File: config.mk
export PLATFORM = sky130hd
export DESIGN_NAME = start_stop_ctrl
export DESIGN_NICKNAME = d
export VERILOG_FILES = /design/src/hw/ssc_pkg.sv /design/src/hw/wipe_ctrl_if.sv /design/src/hw/start_stop_ctrl.sv /design/src/hw/start_stop_fsm.sv /design/src/hw/ssc_fault_monitor.sv /design/src/hw/wipe_addr_seq.sv
export SDC_FILE = /design/constraint.sdc
export NUM_CORES = 1
export LEC_CHECK = 0
export ABC_CLOCK_PERIOD_IN_PS = 2000
export BUFFER_PORTS_ARGS = -buffer_cell sky130_fd_sc_hd__buf_2
export CORE_UTILIZATION = 35
export DETAILED_ROUTE_END_ITERATION = 6
export RECOVER_POWER = 50
export SLEW_MARGIN = 20
export SYNTH_ARGS = -nofsm -noshare
export SYNTH_HDL_FRONTEND = slang
export SYNTH_SLANG_ARGS = --single-unit
File: constraint.sdc
create_clock -name clk_i -period 2 [get_ports clk_i]
set_input_delay 0.4 -clock clk_i [delete_from_list [all_inputs] [get_ports clk_i]]
set_output_delay 0.4 -clock clk_i [all_outputs]
set_load 0.01 [all_outputs]
File: src/hw/ssc_pkg.sv
// Shared types, constants and encodings of the start/stop controller
// Also holds the multi-bit boolean check functions
package ssc_pkg;

  // Four-bit multi-bit boolean where only two of the sixteen codes are valid
  typedef logic [3:0] mubi4_t;

  localparam mubi4_t MuBi4True  = 4'h6;
  localparam mubi4_t MuBi4False = 4'h9;

  // Register-file address and the wipe counter that runs one past it
  typedef logic [4:0] wipe_addr_t;
  typedef logic [5:0] wipe_cnt_t;

  // Registers per file, for both the wide and the base register file
  localparam wipe_cnt_t WipeRegs    = 6'd32;
  // The wide phase counts one extra cycle for the flop behind the WDR enables
  localparam wipe_cnt_t WdrLastCnt  = 6'd32;
  localparam wipe_cnt_t BaseLastCnt = 6'd31;

  // Sparse-ish state codes so that a flipped bit tends to land on an illegal code
  typedef enum logic [3:0] {
    Initial        = 4'h3,
    Halt           = 4'h5,
    UrndRefresh    = 4'h6,
    Running        = 4'h9,
    WipeWdr        = 4'ha,
    WipeAccModBase = 4'hc,
    WipeZero       = 4'hf,
    WipeComplete   = 4'h0,
    Locked         = 4'he
  } ssc_state_e;

  typedef enum logic [1:0] {
    Idle,
    Wdr,
    AccModBase,
    Zero
  } wipe_phase_e;

  function automatic logic mubi4_invalid(mubi4_t val);
    return !((val == MuBi4True) || (val == MuBi4False));
  endfunction

  // Strict test, only the exact true code counts
  function automatic logic mubi4_true_strict(mubi4_t val);
    return (val == MuBi4True);
  endfunction

  // Loose test, anything that is not the false code counts as true
  function automatic logic mubi4_true_loose(mubi4_t val);
    return (val != MuBi4False);
  endfunction

  function automatic logic mubi4_false_strict(mubi4_t val);
    return (val == MuBi4False);
  endfunction

endpackage
File: src/hw/wipe_ctrl_if.sv
// Control link between the start/stop FSM and the wipe address sequencer
`timescale 1ns/1ps

interface wipe_ctrl_if;
  import ssc_pkg::*;

  // Wipe phase decoded from the FSM state
  wipe_phase_e phase;
  // Counter runs while high and clears on the next edge when low
  logic        cnt_run;
  // Last count of the wide-register phase
  logic        wdr_last;
  // Last count of the accumulator/modulus/base phase
  logic        base_last;

  // The FSM owns the phase and the counter enable
  modport fsm (
    output phase,
    output cnt_run,
    input  wdr_last,
    input  base_last
  );

  // The sequencer owns the end-of-phase flags
  modport seq (
    input  phase,
    input  cnt_run,
    output wdr_last,
    output base_last
  );

endinterface

File: src/hw/start_stop_ctrl.sv
// Top level of the start/stop controller
// Ties the FSM, the wipe address sequencer and the fault monitor to plain ports
`timescale 1ns/1ps

module start_stop_ctrl (
  input  logic                clk_i,
  input  logic                rst_ni,
  input  logic                start_i,
  input  ssc_pkg::mubi4_t     escalate_en_i,
  input  ssc_pkg::mubi4_t     rma_req_i,
  output ssc_pkg::mubi4_t     rma_ack_o,
  output logic                controller_start_o,
  output logic                urnd_reseed_req_o,
  input  logic                urnd_reseed_ack_i,
  output logic                urnd_advance_o,
  input  logic                secure_wipe_req_i,
  output logic                secure_wipe_ack_o,
  output logic                secure_wipe_running_o,
  output logic                done_o,
  output logic                sec_wipe_wdr_o,
  output logic                sec_wipe_wdr_urnd_o,
  output logic                sec_wipe_base_o,
  output logic                sec_wipe_base_urnd_o,
  output ssc_pkg::wipe_addr_t sec_wipe_addr_o,
  output logic                sec_wipe_acc_urnd_o,
  output logic                sec_wipe_mod_urnd_o,
  output logic                sec_wipe_zero_o,
  output logic                ispr_init_o,
  output logic                state_reset_o,
  output logic                fatal_error_o
);

  // Decoded lifecycle requests from the monitor
  logic esc_req;
  logic rma_req;
  logic input_invalid;
  logic mubi_err_new;
  // Status the FSM reports back for the protocol and error checks
  logic done_stop;
  logic allow_wipe;
  logic expect_wipe;
  logic init_wipe_done;
  logic state_error;
  logic internal_invalid;

  wipe_ctrl_if wipe ();

  wipe_addr_seq u_wipe_addr_seq (
    .clk_i,
    .rst_ni,
    .wipe                 (wipe),
    .sec_wipe_addr_o,
    .sec_wipe_wdr_o,
    .sec_wipe_wdr_urnd_o,
    .sec_wipe_base_o,
    .sec_wipe_base_urnd_o,
    .sec_wipe_acc_urnd_o,
    .sec_wipe_mod_urnd_o
  );

  ssc_fault_monitor u_fault_monitor (
    .clk_i,
    .rst_ni,
    .escalate_en_i,
    .rma_req_i,
    .secure_wipe_req_i,
    .allow_wipe,
    .expect_wipe,
    .init_wipe_done,
    .state_error,
    .internal_invalid,
    .esc_req,
    .rma_req,
    .input_invalid,
    .mubi_err_new,
    .fatal_error_o
  );

  start_stop_fsm u_fsm (
    .clk_i,
    .rst_ni,
    .start_i,
    .rma_req_i,
    .esc_req,
    .rma_req,
    .input_invalid,
    .urnd_reseed_ack_i,
    .secure_wipe_req_i,
    .wipe                  (wipe),
    .rma_ack_o,
    .controller_start_o,
    .urnd_reseed_req_o,
    .urnd_advance_o,
    .secure_wipe_ack_o,
    .secure_wipe_running_o,
    .sec_wipe_zero_o,
    .ispr_init_o,
    .state_reset_o,
    .done_stop,
    .allow_wipe,
    .expect_wipe,
    .init_wipe_done,
    .state_error,
    .internal_invalid
  );

  // Done after a normal stop, and once when a multi-bit error first shows up
  assign done_o = done_stop | mubi_err_new;

endmodule

File: src/hw/start_stop_fsm.sv
// Main start/stop FSM with lock handling and RMA acknowledge
// Sequences URND reseeds and the two-round secure wipe
`timescale 1ns/1ps

module start_stop_fsm (
  input  logic            clk_i,
  input  logic            rst_ni,
  input  logic            start_i,
  input  ssc_pkg::mubi4_t rma_req_i,
  input  logic            esc_req,
  input  logic            rma_req,
  input  logic            input_invalid,
  input  logic            urnd_reseed_ack_i,
  input  logic            secure_wipe_req_i,
  wipe_ctrl_if.fsm        wipe,
  output ssc_pkg::mubi4_t rma_ack_o,
  output logic            controller_start_o,
  output logic            urnd_reseed_req_o,
  output logic            urnd_advance_o,
  output logic            secure_wipe_ack_o,
  output logic            secure_wipe_running_o,
  output logic            sec_wipe_zero_o,
  output logic            ispr_init_o,
  output logic            state_reset_o,
  output logic            done_stop,
  output logic            allow_wipe,
  output logic            expect_wipe,
  output logic            init_wipe_done,
  output logic            state_error,
  output logic            internal_invalid
);
  import ssc_pkg::*;

  ssc_state_e state_q, state_d;
  mubi4_t     wipe_round_q, wipe_round_d;
  mubi4_t     rma_ack_q, rma_ack_d;
  logic       should_lock_q, should_lock_d;
  logic       init_wipe_done_q, init_wipe_done_d;
  logic       state_error_q, state_error_d;
  logic       ctrl_wipe_q, ctrl_wipe_d;
  logic       stop;
  logic       first_round;
  logic       in_wipe;

  // The controller, escalation and lifecycle can each ask for a stop
  assign stop = esc_req | rma_req | secure_wipe_req_i;

  // Escalation and RMA are remembered so the FSM locks once the wipe is done
  assign should_lock_d = should_lock_q | esc_req | rma_req;

  // Low round flag means the next wipe round is the first one
  assign first_round = mubi4_false_strict(wipe_round_q);

  assign internal_invalid = mubi4_invalid(wipe_round_q) | mubi4_invalid(rma_ack_q);

  always_comb begin
    state_d               = state_q;
    wipe_round_d          = wipe_round_q;
    rma_ack_d             = rma_ack_q;
    state_error_d         = state_error_q;
    ctrl_wipe_d           = ctrl_wipe_q;
    wipe.phase            = Idle;
    wipe.cnt_run          = 1'b0;
    controller_start_o    = 1'b0;
    urnd_reseed_req_o     = 1'b0;
    urnd_advance_o        = 1'b0;
    secure_wipe_ack_o     = 1'b0;
    secure_wipe_running_o = 1'b0;
    sec_wipe_zero_o       = 1'b0;
    ispr_init_o           = 1'b0;
    state_reset_o         = 1'b0;
    done_stop             = 1'b0;
    allow_wipe            = 1'b0;
    in_wipe               = 1'b0;

    case (state_q)
      Initial: begin
        // Boot seeds URND first and then wipes both register files
        secure_wipe_running_o = 1'b1;
        urnd_reseed_req_o     = 1'b1;
        if (urnd_reseed_ack_i) begin
          urnd_advance_o = 1'b1;
          state_d        = WipeWdr;
        end
      end
      Halt: begin
        // A stop without RMA while idle locks right away
        if (stop && !rma_req) begin
          state_d = Locked;
        end else if (start_i || rma_req) begin
          urnd_reseed_req_o = 1'b1;
          ispr_init_o       = 1'b1;
          state_reset_o     = 1'b1;
          state_d           = UrndRefresh;
        end
      end
      UrndRefresh: begin
        urnd_reseed_req_o = 1'b1;
        if (first_round && !(stop && rma_req) && stop) begin
          // Stop before anything ran, so nothing needs wiping
          done_stop = 1'b1;
          state_d   = Locked;
        end else if (first_round && !stop) begin
          // Reseed ahead of a run, the controller starts in the ack cycle
          if (urnd_reseed_ack_i) begin
            controller_start_o = 1'b1;
            state_d            = Running;
          end
        end else begin
          // Reseed between wipe rounds or ahead of an RMA wipe
          allow_wipe            = 1'b1;
          in_wipe               = 1'b1;
          secure_wipe_running_o = 1'b1;
          if (urnd_reseed_ack_i) begin
            state_d = WipeWdr;
          end
        end
      end
      Running: begin
        urnd_advance_o = 1'b1;
        allow_wipe     = 1'b1;
        if (stop) begin
          // Only a wipe the controller asked for must be held until the ack
          ctrl_wipe_d = secure_wipe_req_i;
          state_d     = WipeWdr;
        end
      end
      WipeWdr: begin
        urnd_advance_o        = 1'b1;
        allow_wipe            = 1'b1;
        in_wipe               = 1'b1;
        secure_wipe_running_o = 1'b1;
        wipe.phase            = Wdr;
        // Stop counting at the last count so the next phase starts from zero
        wipe.cnt_run          = ~wipe.wdr_last;
        if (wipe.wdr_last) begin
          state_d = WipeAccModBase;
        end
      end
      WipeAccModBase: begin
        urnd_advance_o        = 1'b1;
        allow_wipe            = 1'b1;
        in_wipe               = 1'b1;
        secure_wipe_running_o = 1'b1;
        wipe.phase            = AccModBase;
        wipe.cnt_run          = ~wipe.base_last;
        if (wipe.base_last) begin
          state_d = WipeZero;
        end
      end
      WipeZero: begin
        // One cycle clears the CSRs and the stack
        sec_wipe_zero_o       = 1'b1;
        allow_wipe            = 1'b1;
        in_wipe               = 1'b1;
        secure_wipe_running_o = 1'b1;
        wipe.phase            = Zero;
        if (first_round) begin
          // Fresh URND and then the second random round
          wipe_round_d = MuBi4True;
          state_d      = UrndRefresh;
        end else begin
          secure_wipe_ack_o = 1'b1;
          state_d           = WipeComplete;
        end
      end
      WipeComplete: begin
        urnd_advance_o = 1'b1;
        rma_ack_d      = rma_req_i;
        wipe_round_d   = MuBi4False;
        ctrl_wipe_d    = 1'b0;
        done_stop      = init_wipe_done_q;
        state_d        = should_lock_d ? Locked : Halt;
      end
      Locked: begin
        // Terminal state, only a reset leaves it
      end
      default: begin
        // Illegal code, most likely a fault on the state register
        state_error_d = 1'b1;
        rma_ack_d     = MuBi4False;
        state_d       = Locked;
      end
    endcase

    // Bad multi-bit values lock the FSM and internal ones go back to a safe code
    if (input_invalid) begin
      state_d = Locked;
    end
    if (mubi4_invalid(wipe_round_q)) begin
      wipe_round_d = MuBi4False;
      state_d      = Locked;
    end
    if (mubi4_invalid(rma_ack_q)) begin
      rma_ack_d = MuBi4False;
      state_d   = Locked;
    end
  end

  // Boot wipe is done once WipeComplete has been seen
  assign init_wipe_done_d = init_wipe_done_q | (state_q == WipeComplete);

  always_ff @(posedge clk_i) begin
    if (!rst_ni) begin
      state_q          <= Initial;
      wipe_round_q     <= MuBi4False;
      rma_ack_q        <= MuBi4False;
      should_lock_q    <= 1'b0;
      init_wipe_done_q <= 1'b0;
      state_error_q    <= 1'b0;
      ctrl_wipe_q      <= 1'b0;
    end else begin
      state_q          <= state_d;
      wipe_round_q     <= wipe_round_d;
      rma_ack_q        <= rma_ack_d;
      should_lock_q    <= should_lock_d;
      init_wipe_done_q <= init_wipe_done_d;
      state_error_q    <= state_error_d;
      ctrl_wipe_q      <= ctrl_wipe_d;
    end
  end

  assign expect_wipe    = in_wipe & ctrl_wipe_q;
  assign init_wipe_done = init_wipe_done_q;
  assign state_error    = state_error_d;
  assign rma_ack_o      = rma_ack_q;

endmodule

File: src/hw/ssc_fault_monitor.sv
// Lifecycle input decode, multi-bit validity and wipe-request protocol checks
// Collects every error source into the sticky fatal error
`timescale 1ns/1ps

module ssc_fault_monitor (
  input  logic            clk_i,
  input  logic            rst_ni,
  input  ssc_pkg::mubi4_t escalate_en_i,
  input  ssc_pkg::mubi4_t rma_req_i,
  input  logic            secure_wipe_req_i,
  input  logic            allow_wipe,
  input  logic            expect_wipe,
  input  logic            init_wipe_done,
  input  logic            state_error,
  input  logic            internal_invalid,
  output logic            esc_req,
  output logic            rma_req,
  output logic            input_invalid,
  output logic            mubi_err_new,
  output logic            fatal_error_o
);
  import ssc_pkg::*;

  logic spurious_wipe_req;
  logic dropped_wipe_req;
  logic wipe_err_q;
  logic mubi_err_d, mubi_err_q;
  logic mubi_err_new_q;
  logic fatal_q;

  // Escalation fails safe, so any code other than false stops the engine
  assign esc_req = mubi4_true_loose(escalate_en_i);
  // RMA has lasting effects and only acts on the exact true code
  assign rma_req = mubi4_true_strict(rma_req_i);

  assign input_invalid = mubi4_invalid(escalate_en_i) | mubi4_invalid(rma_req_i);

  // The controller may only request a wipe while the FSM allows one
  assign spurious_wipe_req = secure_wipe_req_i & ~allow_wipe;

  // Once a controller wipe is under way the request has to stay up until the ack
  // The boot wipe is driven from inside and is exempt
  assign dropped_wipe_req = expect_wipe & init_wipe_done & ~secure_wipe_req_i;

  // Any invalid encoding, external or internal, sets the sticky multi-bit error
  assign mubi_err_d = mubi_err_q | input_invalid | internal_invalid;

  always_ff @(posedge clk_i) begin
    if (!rst_ni) begin
      wipe_err_q     <= 1'b0;
      mubi_err_q     <= 1'b0;
      mubi_err_new_q <= 1'b0;
      fatal_q        <= 1'b0;
    end else begin
      // Protocol errors are delayed a cycle to break the path back into the controller
      wipe_err_q     <= spurious_wipe_req | dropped_wipe_req;
      mubi_err_q     <= mubi_err_d;
      // One-cycle pulse when the multi-bit error first appears
      mubi_err_new_q <= mubi_err_d & ~mubi_err_q;
      fatal_q        <= fatal_error_o;
    end
  end

  assign mubi_err_new = mubi_err_new_q;

  // State errors show up at once, the rest one cycle after they occur
  assign fatal_error_o = fatal_q | wipe_err_q | mubi_err_q | state_error;

endmodule

File: src/hw/wipe_addr_seq.sv
// Wipe address counter with end-of-phase flags
// Decodes the per-register-file wipe enables from phase and count
`timescale 1ns/1ps

module wipe_addr_seq (
  input  logic                clk_i,
  input  logic                rst_ni,
  wipe_ctrl_if.seq            wipe,
  output ssc_pkg::wipe_addr_t sec_wipe_addr_o,
  output logic                sec_wipe_wdr_o,
  output logic                sec_wipe_wdr_urnd_o,
  output logic                sec_wipe_base_o,
  output logic                sec_wipe_base_urnd_o,
  output logic                sec_wipe_acc_urnd_o,
  output logic                sec_wipe_mod_urnd_o
);
  import ssc_pkg::*;

  wipe_cnt_t cnt_q, cnt_d;
  logic      in_wdr;
  logic      in_amb;

  assign in_wdr = (wipe.phase == Wdr);
  assign in_amb = (wipe.phase == AccModBase);

  // Count while the FSM asks for it, otherwise fall back to zero
  assign cnt_d = wipe.cnt_run ? (cnt_q + 6'd1) : '0;

  always_ff @(posedge clk_i) begin
    if (!rst_ni) begin
      cnt_q <= '0;
    end else begin
      cnt_q <= cnt_d;
    end
  end

  // End-of-phase flags for the FSM
  assign wipe.wdr_last  = in_wdr & (cnt_q == WdrLastCnt);
  assign wipe.base_last = in_amb & (cnt_q == BaseLastCnt);

  // The counter never enables a write above 31 so the top bit can be dropped
  assign sec_wipe_addr_o = cnt_q[4:0];

  // WDR enables are flopped once downstream
  // They drop at the extra count so the last WDR and the accumulator get different data
  assign sec_wipe_wdr_o      = in_wdr & (cnt_q < WipeRegs);
  assign sec_wipe_wdr_urnd_o = in_wdr & (cnt_q < WipeRegs);

  // First two counts of the second phase go to accumulator and modulus
  assign sec_wipe_acc_urnd_o = in_amb & (cnt_q == 6'd0);
  assign sec_wipe_mod_urnd_o = in_amb & (cnt_q == 6'd1);

  // Addresses 0 and 1 are the zero register and the call stack
  // Those two are never written with random data
  assign sec_wipe_base_o      = in_amb & (cnt_q > 6'd1);
  assign sec_wipe_base_urnd_o = in_amb & (cnt_q > 6'd1);

endmodule

Yosys cells after proc, flatten, opt, wreduce, memory -nomap -nowiden
Cells that the tools add are included.

word-level totals
  register bits = 26
  output and inout bits = 25
  logic and storage cells = 162

cells by class
  add/sub/neg operators = 1
  magnitude comparators = 2
  equality and inequality tests = 34
  muxes and demuxes = 42
  bitwise logic cells = 34
  reductions and logical operators = 36

operators with widths
  operator               number
  $mux W4                14
  $eq A4 B4 Y1 const B   9
  $pmux W4 S9            1
  $eq A4 B3 Y1 const B   6
  $pmux W1 S2            8
  $pmux W4 S2            2
  $reduce_or A4 Y1       4
  $mux W1                15
  $ne A5 B4 Y1 const B   3
  $or A1 B1 Y1           14
  $reduce_and A6 Y1      2
  $and A1 B1 Y1          11
  $reduce_and A2 Y1      5
  $not A1 Y1             9
  $reduce_or A9 Y1       1
  $ne A2 B1 Y1 const B   4
  $ne A4 B4 Y1 const B   2
  $reduce_or A8 Y1       1
  $logic_not A1 Y1       7
  $ne A7 B7 Y1 const B   1
  $add A6 B1 Y6 const B  1
  $eq A6 B1 Y1 const B   1
  $eq A6 B5 Y1 const B   1
  $eq A6 B6 Y1 const B   1
  17 further kinds       26

Depth between registers and ports, before layout
Gate-level depths: netlist (run 1).

  depth after elaboration = 13
  depth in mapped cells = 8

By module
Synthesis (run 1) repeated with hierarchy kept, for this count alone.

unflattened totals
  cell total of the unflattened synthesis = 226
  area total of the unflattened synthesis = 1908.1 µm²

by module, submodules not included
  module             instances  cells an instance  area an instance (µm²)
  start_stop_fsm     1          161                1300.0
  wipe_addr_seq      1          47                 397.9
  ssc_fault_monitor  1          17                 203.9
  start_stop_ctrl    1          1                  6.3

Least setup slack after synthesis (run 1)
OpenSTA, ideal clock, no wires.

  path kind = reg-to-output
  start = reg u_fsm.state_q[2]
  end = out fatal_error_o
  data arrival time = 1.499 ns
  path slack = 0.101 ns
  cell stages (with the launch flop) = 8
  buffers on the path = 2
  cell sequence = dfxtp_1 > buf_4 > buf_4 > a21oi_1 > a31oi_1 > a21oi_2 > o21bai_1 > or4_1

on the way
  word-level cells in the longest chain between the ends = 4

RTL lines
  element                               RTL line                 RTL
  start, declared                       start_stop_fsm.sv:34     ssc_state_e state_q, state_d;
  start signal, assigned                start_stop_fsm.sv:205    state_q <= Initial;
  start signal, assigned                start_stop_fsm.sv:213    state_q <= state_d;
  $eq A4 B4 Y1 (tied with other cells)  start_stop_fsm.sv:76     case (state_q)
  $reduce_or A9 Y1 (no line) (*)        --
  $mux W1 (*)                           start_stop_fsm.sv:76
  $or A1 B1 Y1 (*)                      ssc_fault_monitor.sv:67  assign fatal_error_o = fatal_q | wipe_err_q | mubi_err_q | state_error;
  end, declared                         start_stop_ctrl.sv:30    output logic fatal_error_o

Every way passes the cells marked *; elsewhere a longest branch is shown, timed or not.

Worst setup path in the final report (run 1)
Ends and elaborated chain as after synthesis.

==> results of run 1 <==
[power by group through the flow]
| stage | Sequential (mW) | Combinational (mW) | Clock, mW |
|---|---|---|---|
| 3_5_place_dp | 0.515 | 0.193 | 0 |
| 6_report | 0.502 | 0.221 | 0.329 |
| 4_1_cts | 0.502 | 0.201 | 0.334 |
| 3_3_place_gp | 0.514 | 0.191 | 0 |
| 2_1_floorplan | 0.509 | 0.126 | 0 |
| 5_1_grt | 0.505 | 0.242 | 0.349 |
[through the flow]
stage               util (%)  instance area (um2)
floorplan                  -                 1690
global placement        43.9                 1980
detailed placement      43.9                 1980
CTS                     46.5                 2090
global route            50.3                 2270
finish                  50.3                 2270
[metal layers]
metal / GRT usage, % / wire length (um) / vias up
met1: 25.7 / 2140 / 807
met2: 28.3 / 2160 / 50
li1: - / - / 851
met3: 2.95 / 200 / 7
met5: 0 / 0 / -
met4: 4.36 / 54 / 0
[placed cells by master (no fill, tap or decap), types with 4 or more instances in the layout]
master and count:
nand2_1 12, dfxtp_1 20, nand2b_1 5, buf_2 29, a21oi_1 4, nand3_1 5, buf_12 4, dfxtp_4 4
clkbuf_8 4, nor2_1 23, buf_4 26, inv_1 5, nor2b_1 4, o21ai_0 4, o31ai_1 5, clkbuf_1 8
o21a_1 6, o21ai_1 5
[sequential cells by signal, indices dropped and copies added, names as in the netlist]
name and cells:
u_fsm.rma_ack_o 4, u_fsm.init_wipe_done 1, u_fault_monitor.mubi_err_q 1, u_fsm.wipe_round_q 2, u_wipe_addr_seq.cnt_q 6, u_fsm.should_lock_q 1
u_fault_monitor.fatal_q 1, u_fsm.ctrl_wipe_q 1, u_fsm.state_q 4, u_fault_monitor.wipe_err_q 1, u_fsm.state_error_q 1, u_fault_monitor.mubi_err_new 1
[layout make-up]
cell class	instances	share of cell area (%)
inverter	5	0.828
sequential	24	21.9
multi-input combinational	154	50.2
clock buffer	4	2.43
tap	52	2.87
timing repair buffer	70	21.8
[cells in the mapped netlist (4+ instances only)]
cell	number
dfxtp_1	24
nor2_1	23
nand2_1	13
buf_4	12
a21oi_1	6
nand2b_1	6
nand3_1	6
o21a_1	6
o31ai_1	6
inv_1	5
o21ai_1	5
ha_1	4
nor2b_1	4
nor3_1	4
nor3b_1	4
o21ai_0	4
xnor2_1	4
[path summary, 6_finish.rpt]
path,start,end,slack [ns],cells after the start
max,u_fsm.state_q[2]$_SDFFE_PN0P_,fatal_error_o,-0.20,7
min,rma_req_i[0],u_fsm.rma_ack_o[0]$_SDFFE_PN1N_,0.42,3
max reg2reg,u_fsm.state_q[1]$_SDFFE_PP1P_,u_fsm.state_q[2]$_SDFFE_PN0P_,0.06,8
min reg2reg,u_fault_monitor.fatal_q$_SDFF_PN0_,u_fault_monitor.fatal_q$_SDFF_PN0_,0.48,1
[worst max-delay path, cell delays in order, from the launching register on]
cell	delay, ns
dfxtp_4	0.37
buf_12	0.14
a21oi_2	0.11
a31oi_1	0.06
a21oi_2	0.21
o21bai_2	0.09
or4_1	0.40
buf_2	0.15
[repair_timing]
item                       in CTS  in global routing
buffers inserted                4                 11
pin swaps                       5                  6
hold endpoints to repair        0                  0
setup endpoints to repair       9                 16
hold buffers                    0                  0
cloned                          0                  1
resized for setup              12                 16
[logic make-up (layout without fill, tap and decap cells)]
logic type | Yosys count | count (layout) | synth area share [%]
compound gates | 54 | 54 | 23.3
simple gates | 87 | 87 | 31.8
xor+xnor | 6 | 6 | 3.11
flops | 24 | 24 | 28.4
fa+ha+maj | 5 | 5 | 3.55
buf+inv | 23 | 79 | 8.59
mux | 2 | 2 | 1.26
==> metrics, run 1 <==
final setup fails 2; mapped cell area between 1500 and 2000 um2; clock group share of total power a little under a third; slew margin rel. between 60% and 70%; status finished, violations left; post-DP HPWL around 3400 um; nets 275; global-route wire length before repair 7340 um; Synth top area share between 20 and 30%; vias in the first global route between 1.5k and 2k; Sw Ratio around a quarter; CTS Sinks 24; number of DRC markers in iteration 0 around 120; clock latency on the worst-skew pair 0.27 ns; synth unique cells 63; worst-margin pin slew between 0.4 and 0.5 ns; fin cells about 310; clk slew on worst S/H paths 0.08 ns; drt total wl between 4000 and 5000 um; CTS H-tree depth 1; Final ANT Viol Nets 0; CTS root buffer clkbuf_8; initial core utilization 37.5%; Cell Int Power roughly 0.77 mW; total power 1.05 mW; failing checks setup timing; Mapped Nets 218; Vias/cell about 5.6; drt wl/cell approximately 15 um; layout cells sized above 1 37.4%; initial antenna violation count 0; Seq/Total Area, Yosys approximately 28%; Vias about 1.7k; DRT Pass-1 Iters 4; Tmin final 2.20 ns; Seq cells post-synth 24; leakage power 0.929 nW; Placed Cells just under 300; CP Data Arrival Time between 1.5 and 2 ns; Reg area between 400 and 500 um2; largest net degree at the start of global routing 18; Ys Warns 0; Clock Tree Buf Depth 2; Worst setup EP type output pin; TritonCTS clock tree built; final slew viol count 0; Flop pwr share between 40% and 50%; top cell type by total area after synthesis dfxtp_1; footprint of the multi-input gates roughly 1100 um2; number of diodes 0; Area contributors post-synth dfxtp_1 (28%), buf_4 (5.3%), nor2_1 (5.1%); CP required 1.60 ns; crit path kind flop to output pin; setup tns final -0.214 ns; die footprint 5110 um2; Mapped Avg Cell Area around 8.4 um2; TritonCTS buffer count 3; P&R area growth vs syn 34.1%; fin crit share 110%; hold_ws about 0.42 ns; predominant post-synthesis flop cell dfxtp_1; GP Congestion 0.862; peak supply drop about 0.00037 V; Port Buf Inserts 37; GRT Util Overall 18.0%; DRC viols 0; Die X approximately 71 um; Place WS around 0.024 ns; sw power 0.277 mW; die span in y 71.5 um; worst hold-check path type primary input to flop; power density cells roughly 460 nW/um2; Logic pwr share 21.0%; Fmax between 0.4 and 0.5 GHz; Fin. Hold Viols 0; crit start category flop; final worst setup slack -0.202 ns; Syn Inst Count about 200; EDFF count, synth 0; I/O pin count 38; total gr overflow 0; RSZ-0062 raised after global routing yes; Core Region ~4500 um2; CP max FO 8; Fill cells about 460; Rows 24; Max Cap Violations 0; share of synthesized flip-flops with an asynchronous set or reset 0%; clock skew ~0.0016 ns
(Power assumes the default switching activity.)
==> inputs of run 2 (changes only) <==
--- a/config.mk
+++ b/config.mk
@@ -6,11 +6,12 @@
 export NUM_CORES = 1
 export LEC_CHECK = 0
 export ABC_CLOCK_PERIOD_IN_PS = 2000
-export BUFFER_PORTS_ARGS = -buffer_cell sky130_fd_sc_hd__buf_2
 export CORE_UTILIZATION = 35
 export DETAILED_ROUTE_END_ITERATION = 6
+export DONT_BUFFER_PORTS = 1
 export RECOVER_POWER = 50
 export SLEW_MARGIN = 20
 export SYNTH_ARGS = -nofsm -noshare
 export SYNTH_HDL_FRONTEND = slang
 export SYNTH_SLANG_ARGS = --single-unit
+export TNS_END_PERCENT = 10
==> metrics, run 2 (synthesized netlist as in run 1, its figures left out) <==
most frequent cells in the layout buf_4 (26), nor2_1 (23), dfxtp_1 (20); Port Buf Inserts 0 (-100%); family with the most delay on the worst path simple AND/OR/NAND/NOR gates; Flop pwr share 49.3% (+1.6 points); Reg2Reg Setup Slack 0.09 ns (+0.03 ns); worst r2r src u_fsm.state_q[2]$_SDFFE_PN0P_; GRT Util Overall 16.3% (-1.6 points); Core Region 4500 um2 (unchanged); initial core utilization 37.5% (unchanged); Tmin final 2.12 ns (-0.0777 ns); total power 1.02 mW (-3.4%); DRT Pass-1 Iters 4 (unchanged); clock skew 0.00273 ns (+0.00114 ns); CP Launch Point u_fsm.state_q[3]$_SDFFE_PN0P_; vias in the first global route 1403 (-7.5%); total gr overflow 0 (unchanged); footprint of the multi-input gates 1100 um2 (-3.3%); crit path kind flop to output pin; CP Depth 5 (-2); Reg area 493 um2 (-0.50%); Clock Tree Buf Depth 2 (unchanged); WP buf/inv 2 (unchanged); commonest non-fill, non-tap cell in the layout buf_4; Fill cells 458 (-0.65%); RSZ-0062 raised after global routing yes; slew margin rel. 64.1% (-3.8 points); TritonCTS clock tree built; Place WS 0.0769 ns (+0.0525 ns); Die X 71.5 um (unchanged); number of diodes 0 (unchanged); fin util 43.7% (-6.6 points); clock group share of total power 32.0% (+0.7 points); die footprint 5110 um2 (unchanged); max incr delay on CP 0.45 ns (+0.05 ns); P&R area growth vs syn 16.5%; number of DRC markers in iteration 0 77 (-33%); clk slew on worst S/H paths 0.08 ns (about the same); final worst setup slack -0.124 ns (+0.0777 ns); worst hold-check path type primary input to flop; nets 236 (-14%); Final ANT Viol Nets 0 (unchanged); Max Cap Violations 0 (unchanged); TritonCTS buffer count 3 (unchanged); Hold Buf Count CTS 0 (unchanged); setup tns final -0.227 ns (-0.0124 ns); crit path cell chain buf_6, buf_6, nor4_4, o21bai_1, or4_4; largest net degree at the start of global routing 16 (-2); CTS H-tree depth 1 (unchanged); Fmax 0.471 GHz (+3.7%); crit start category flop; worst-margin pin slew 0.537 ns (+0.0603 ns); layout cells sized above 1 25.2% (-12 points); CP required 1.60 ns (about the same); max reg flops 6 (unchanged); CTS Sinks 24 (unchanged); post-DP HPWL 3160 um (-6.1%); GP Congestion 0.810 (-6.1%); crit path to fatal_error_o; status finished, violations left; leakage power 0.740 nW (-20%); CTS root buffer clkbuf_8; Rows 24 (unchanged); Worst setup EP type output pin; die span in y 71.5 um (unchanged); failing checks setup timing; final slew viol count 0 (unchanged); drt total wl 4110 um (-9.7%); drt wl/cell 15.2 um (+3.3%); hold_ws 0.229 ns (-0.187 ns); power density cells 516 nW/um2 (+11%); Slowest cell on crit path or4_4; fin crit share 106% (-3.9 points); Vias/cell 5.63 (+1.5%); global-route wire length before repair 6670 um (-9.1%); Fin. Hold Viols 0 (unchanged); CP Data Arrival Time 1.72 ns (-0.08 ns); Cell Int Power 0.764 mW (-1.4%); Worst R2R End u_fsm.state_q[2]$_SDFFE_PN0P_; peak supply drop 0.000405 V (+11%); Vias 1521 (-11%); Sw Ratio 24.8% (-1.6 points); I/O pin count 38 (unchanged); CP max FO 5 (-3); clock latency on the worst-skew pair 0.26 ns (about the same); sw power 0.252 mW (-9.1%); initial antenna violation count 0 (unchanged); final setup fails 3 (+1); DRC viols 0 (unchanged); Logic pwr share 18.6% (-2.4 points); CP dominant cell by count buf_6; R2R depth 7 (-1); Largest Register u_wipe_addr_seq.cnt_q
## run 2: cell types whose count changed in the layout (fill, tap and decap cells not counted), sizes merged
cell	delta
buf	-31
clkbuf	-8
## run 2: worst min path at each step
stage / startpoint / endpoint / depth (start not counted) / slack, ns
global route: rst_ni / u_fsm.state_q[0]$_SDFFE_PN1P_ / 1 / 0.22
detailed placement: u_fsm.wipe_round_q[2]$_SDFFE_PN0P_ / u_fsm.wipe_round_q[2]$_SDFFE_PN0P_ / 2 / 0.46
global placement: u_wipe_addr_seq.cnt_q[0]$_SDFF_PN0_ / u_wipe_addr_seq.cnt_q[0]$_SDFF_PN0_ / 1 / 0.45
floorplan: u_fault_monitor.mubi_err_q$_SDFF_PN0_ / u_fault_monitor.mubi_err_new$_SDFF_PN0_ / 1 / 0.44
finish: rst_ni / u_fsm.state_q[0]$_SDFFE_PN1P_ / 1 / 0.23
CTS: rst_ni / u_fsm.state_q[0]$_SDFFE_PN1P_ / 1 / 0.23
## run 2: layout make-up
type / count / area share [%]
multi-input combinational: 154 / 55.9
sequential: 24 / 25.0
timing repair buffer: 31 / 12.0
tap: 52 / 3.30
clock buffer: 4 / 2.80
inverter: 5 / 0.953
## run 2: routing by layer
layer	global-route usage, %	vias up	share of wire (%)
met3	3.38	5	6.1
met1	23.1	696	48
li1	-	772	-
met4	3.92	0	0.88
met2	25.5	48	45
met5	0	-	0
## run 2: power by group through the flow
stage / combinational (mW) / sequential [mW] / clock (mW)
CTS: 0.175 / 0.502 / 0.334
global placement: 0.158 / 0.513 / 0
floorplan: 0.126 / 0.509 / 0
detailed placement: 0.158 / 0.513 / 0
global route: 0.205 / 0.503 / 0.359
finish: 0.189 / 0.501 / 0.325
## run 2: worst reg2reg max path, delay by kind of cell (launching register included)
family          cells  cell delay [ns]
flops               1             0.37
simple gates        1             0.22
buf+inv             2             0.28
compound gates      4             0.93
## run 2: repair_timing
action                                  4_1_cts  5_1_grt
endpoints found under the setup margin        6       12
pin swaps                                     3        4
gates resized for setup                      11        8
buffers inserted                              5        4
## run 2: through the flow
step                cell area (um2)  instances
detailed placement             1790        257
floorplan                      1690        201
global placement               1790        257
CTS                            1920        266
finish                         1970        270
global route                   1970        270
==> inputs of run 3 (changes only) <==
--- a/config.mk
+++ b/config.mk
@@ -6,7 +6,7 @@
 export NUM_CORES = 1
 export LEC_CHECK = 0
 export ABC_CLOCK_PERIOD_IN_PS = 2000
-export CORE_UTILIZATION = 35
+export CORE_UTILIZATION = 30
 export DETAILED_ROUTE_END_ITERATION = 6
 export DONT_BUFFER_PORTS = 1
 export RECOVER_POWER = 50
==> metrics, run 3 (synthesized netlist as in run 1, its figures left out) <==
status finished, violations left; failing checks setup timing; crit path kind flop to output pin; GP Congestion 0.846 (+4.4%); Rows 26 (+8.3%); DP Area 1830 um2 (+2.0%); worst hold-check path type primary input to flop; Fmax 0.493 GHz (+4.8%); commonest non-fill, non-tap cell in the layout nor2_1; Fin. Hold Viols 0 (unchanged); most frequent cells in the layout nor2_1 (23), buf_4 (21), dfxtp_1 (20); Core Region 5270 um2 (+17%); Slowest cell on crit path or4_4; drt total wl 4560 um (+11%); Final ANT Viol Nets 0 (unchanged); Largest Register u_wipe_addr_seq.cnt_q; Vias/cell 5.77 (+2.3%); Vias 1620 (+6.5%); clock latency on the worst-skew pair 0.27 ns (about the same); number of diodes 0 (unchanged); GRT Util Overall 15.8% (-0.53 points); Hold Buf Count CTS 0 (unchanged); total power 1.11 mW (+9.2%); peak supply drop 0.000352 V (-13%); total gr overflow 0 (unchanged); slew margin rel. 74.5% (+10 points); drt wl/cell 16.2 um (+6.6%); TritonCTS buffer count 3 (unchanged); die span in y 77.1 um (+7.8%); initial antenna violation count 0 (unchanged); power density cells 563 nW/um2 (+9.2%); leakage power 0.718 nW (-3.0%); crit start category flop; Max Cap Violations 0 (unchanged); layout cells sized above 1 24.6% (-0.58 points); Worst setup EP type output pin; die footprint 5940 um2 (+16%); initial core utilization 32.1% (-5.5 points); DRC viols 0 (unchanged); nets 229 (-3.0%); P&R area growth vs syn 16.6% (about the same); clk slew on worst S/H paths 0.09 ns (about the same); CTS H-tree depth 1 (unchanged); Final Cell Area 1970 um2 (about the same); final setup fails 2 (-1); worst-margin pin slew 0.380 ns (-0.156 ns); Fill cells 558 (+22%); Port Buf Inserts 0 (unchanged); max incr delay on CP 0.45 ns (about the same); vias in the first global route 1528 (+8.9%); fin cells 281 (+4.1%); post-DP HPWL 3380 um (+7.0%); TritonCTS clock tree built; Die X 77.1 um (+7.8%); DRT Pass-1 Iters 5 (+1); global-route wire length before repair 7560 um (+13%); Clock Tree Buf Depth 2 (unchanged); CTS Sinks 24 (unchanged); footprint of the multi-input gates 1110 um2 (+0.79%); final worst setup slack -0.0275 ns (+0.0968 ns); Tmin final 2.03 ns (-0.0968 ns); hold_ws 0.226 ns (-0.00239 ns); largest net degree at the start of global routing 17 (+1); Placed Cells 275 (+7.0%); number of DRC markers in iteration 0 161 (+110%); final slew viol count 0 (unchanged); fin crit share 101% (-4.8 points); CP Data Arrival Time 1.63 ns (-0.09 ns); CTS root buffer clkbuf_8; CP max FO 9 (+4); CP required 1.60 ns (about the same); clock skew 0.00475 ns (+0.00203 ns); crit path cell chain nand2b_1, a31oi_1, a21oi_2, o21bai_1, or4_4; I/O pin count 38 (unchanged); RSZ-0062 raised after global routing yes; max reg flops 6 (unchanged); Reg area 490 um2 (-0.51%)
[run 3: cell types whose count changed in the layout (fill, tap and decap cells not counted), sizes merged]
cell | before | now
buf | 29 | 23
bufinv | 0 | 1
clkbuf | 6 | 4
[run 3: timing repair]
action,in CTS,in global routing
buffers inserted,2,0
endpoints found under the setup margin,7,11
pin swaps,3,0
resized for setup,10,8
[run 3: report_power, final]
part           internal (mW)  leakage [nW]  switching [mW]
registers              0.491         0.197          0.0122
logic                 0.0878         0.485          0.0918
clock network          0.268        0.0357           0.158
[run 3: final cells by class]
cell class / count / share of cell area, %
multi-input cells: 154 / 56.3
repair buffers: 24 / 9.78
well taps: 70 / 4.44
clock inverters: 1 / 1.52
flip-flops and latches: 24 / 24.9
clock buffers: 3 / 2.10
inverters: 5 / 0.952
[run 3: worst max-delay path, delay by kind of cell (launching register included)]
family | cells | cell delay, ns
AOI/OAI and AO/OA | 3 | 0.38
and+or+nand+nor | 2 | 0.59
DFF | 1 | 0.39
[run 3: routing by layer]
metal / share of wire (%) / vias to the layer above / track usage (%)
li1: - / 756 / -
met1: 43 / 752 / 21.1
met2: 45 / 90 / 24.8
met3: 8.0 / 22 / 2.74
met4: 3.5 / 0 / 6.60
met5: 0 / - / 0
[run 3: worst paths after layout]
check                           slack (ns)  cells after the start                           startpoint                                   to
worst min register to register        0.47                      1  u_wipe_addr_seq.cnt_q[0]$_SDFF_PN0_  u_wipe_addr_seq.cnt_q[0]$_SDFF_PN0_
worst max-delay path                 -0.03                      5        u_fsm.state_q[2]$_SDFFE_PN0P_                        fatal_error_o
worst max register to register        0.14                      6  u_wipe_addr_seq.cnt_q[1]$_SDFF_PN0_        u_fsm.state_q[2]$_SDFFE_PN0P_
worst min-delay path                  0.23                      1                               rst_ni        u_fsm.state_q[0]$_SDFFE_PN1P_
[run 3: metrics by stage]
step                util, %  setup TNS (ns)  setup slack [ns]
floorplan                 -               0             0.101
global placement       34.7               0             0.115
detailed placement     34.7               0            0.0949
CTS                    36.9         -0.0359           -0.0344
global route           37.4          -0.246            -0.111
finish                 37.4         -0.0395           -0.0275
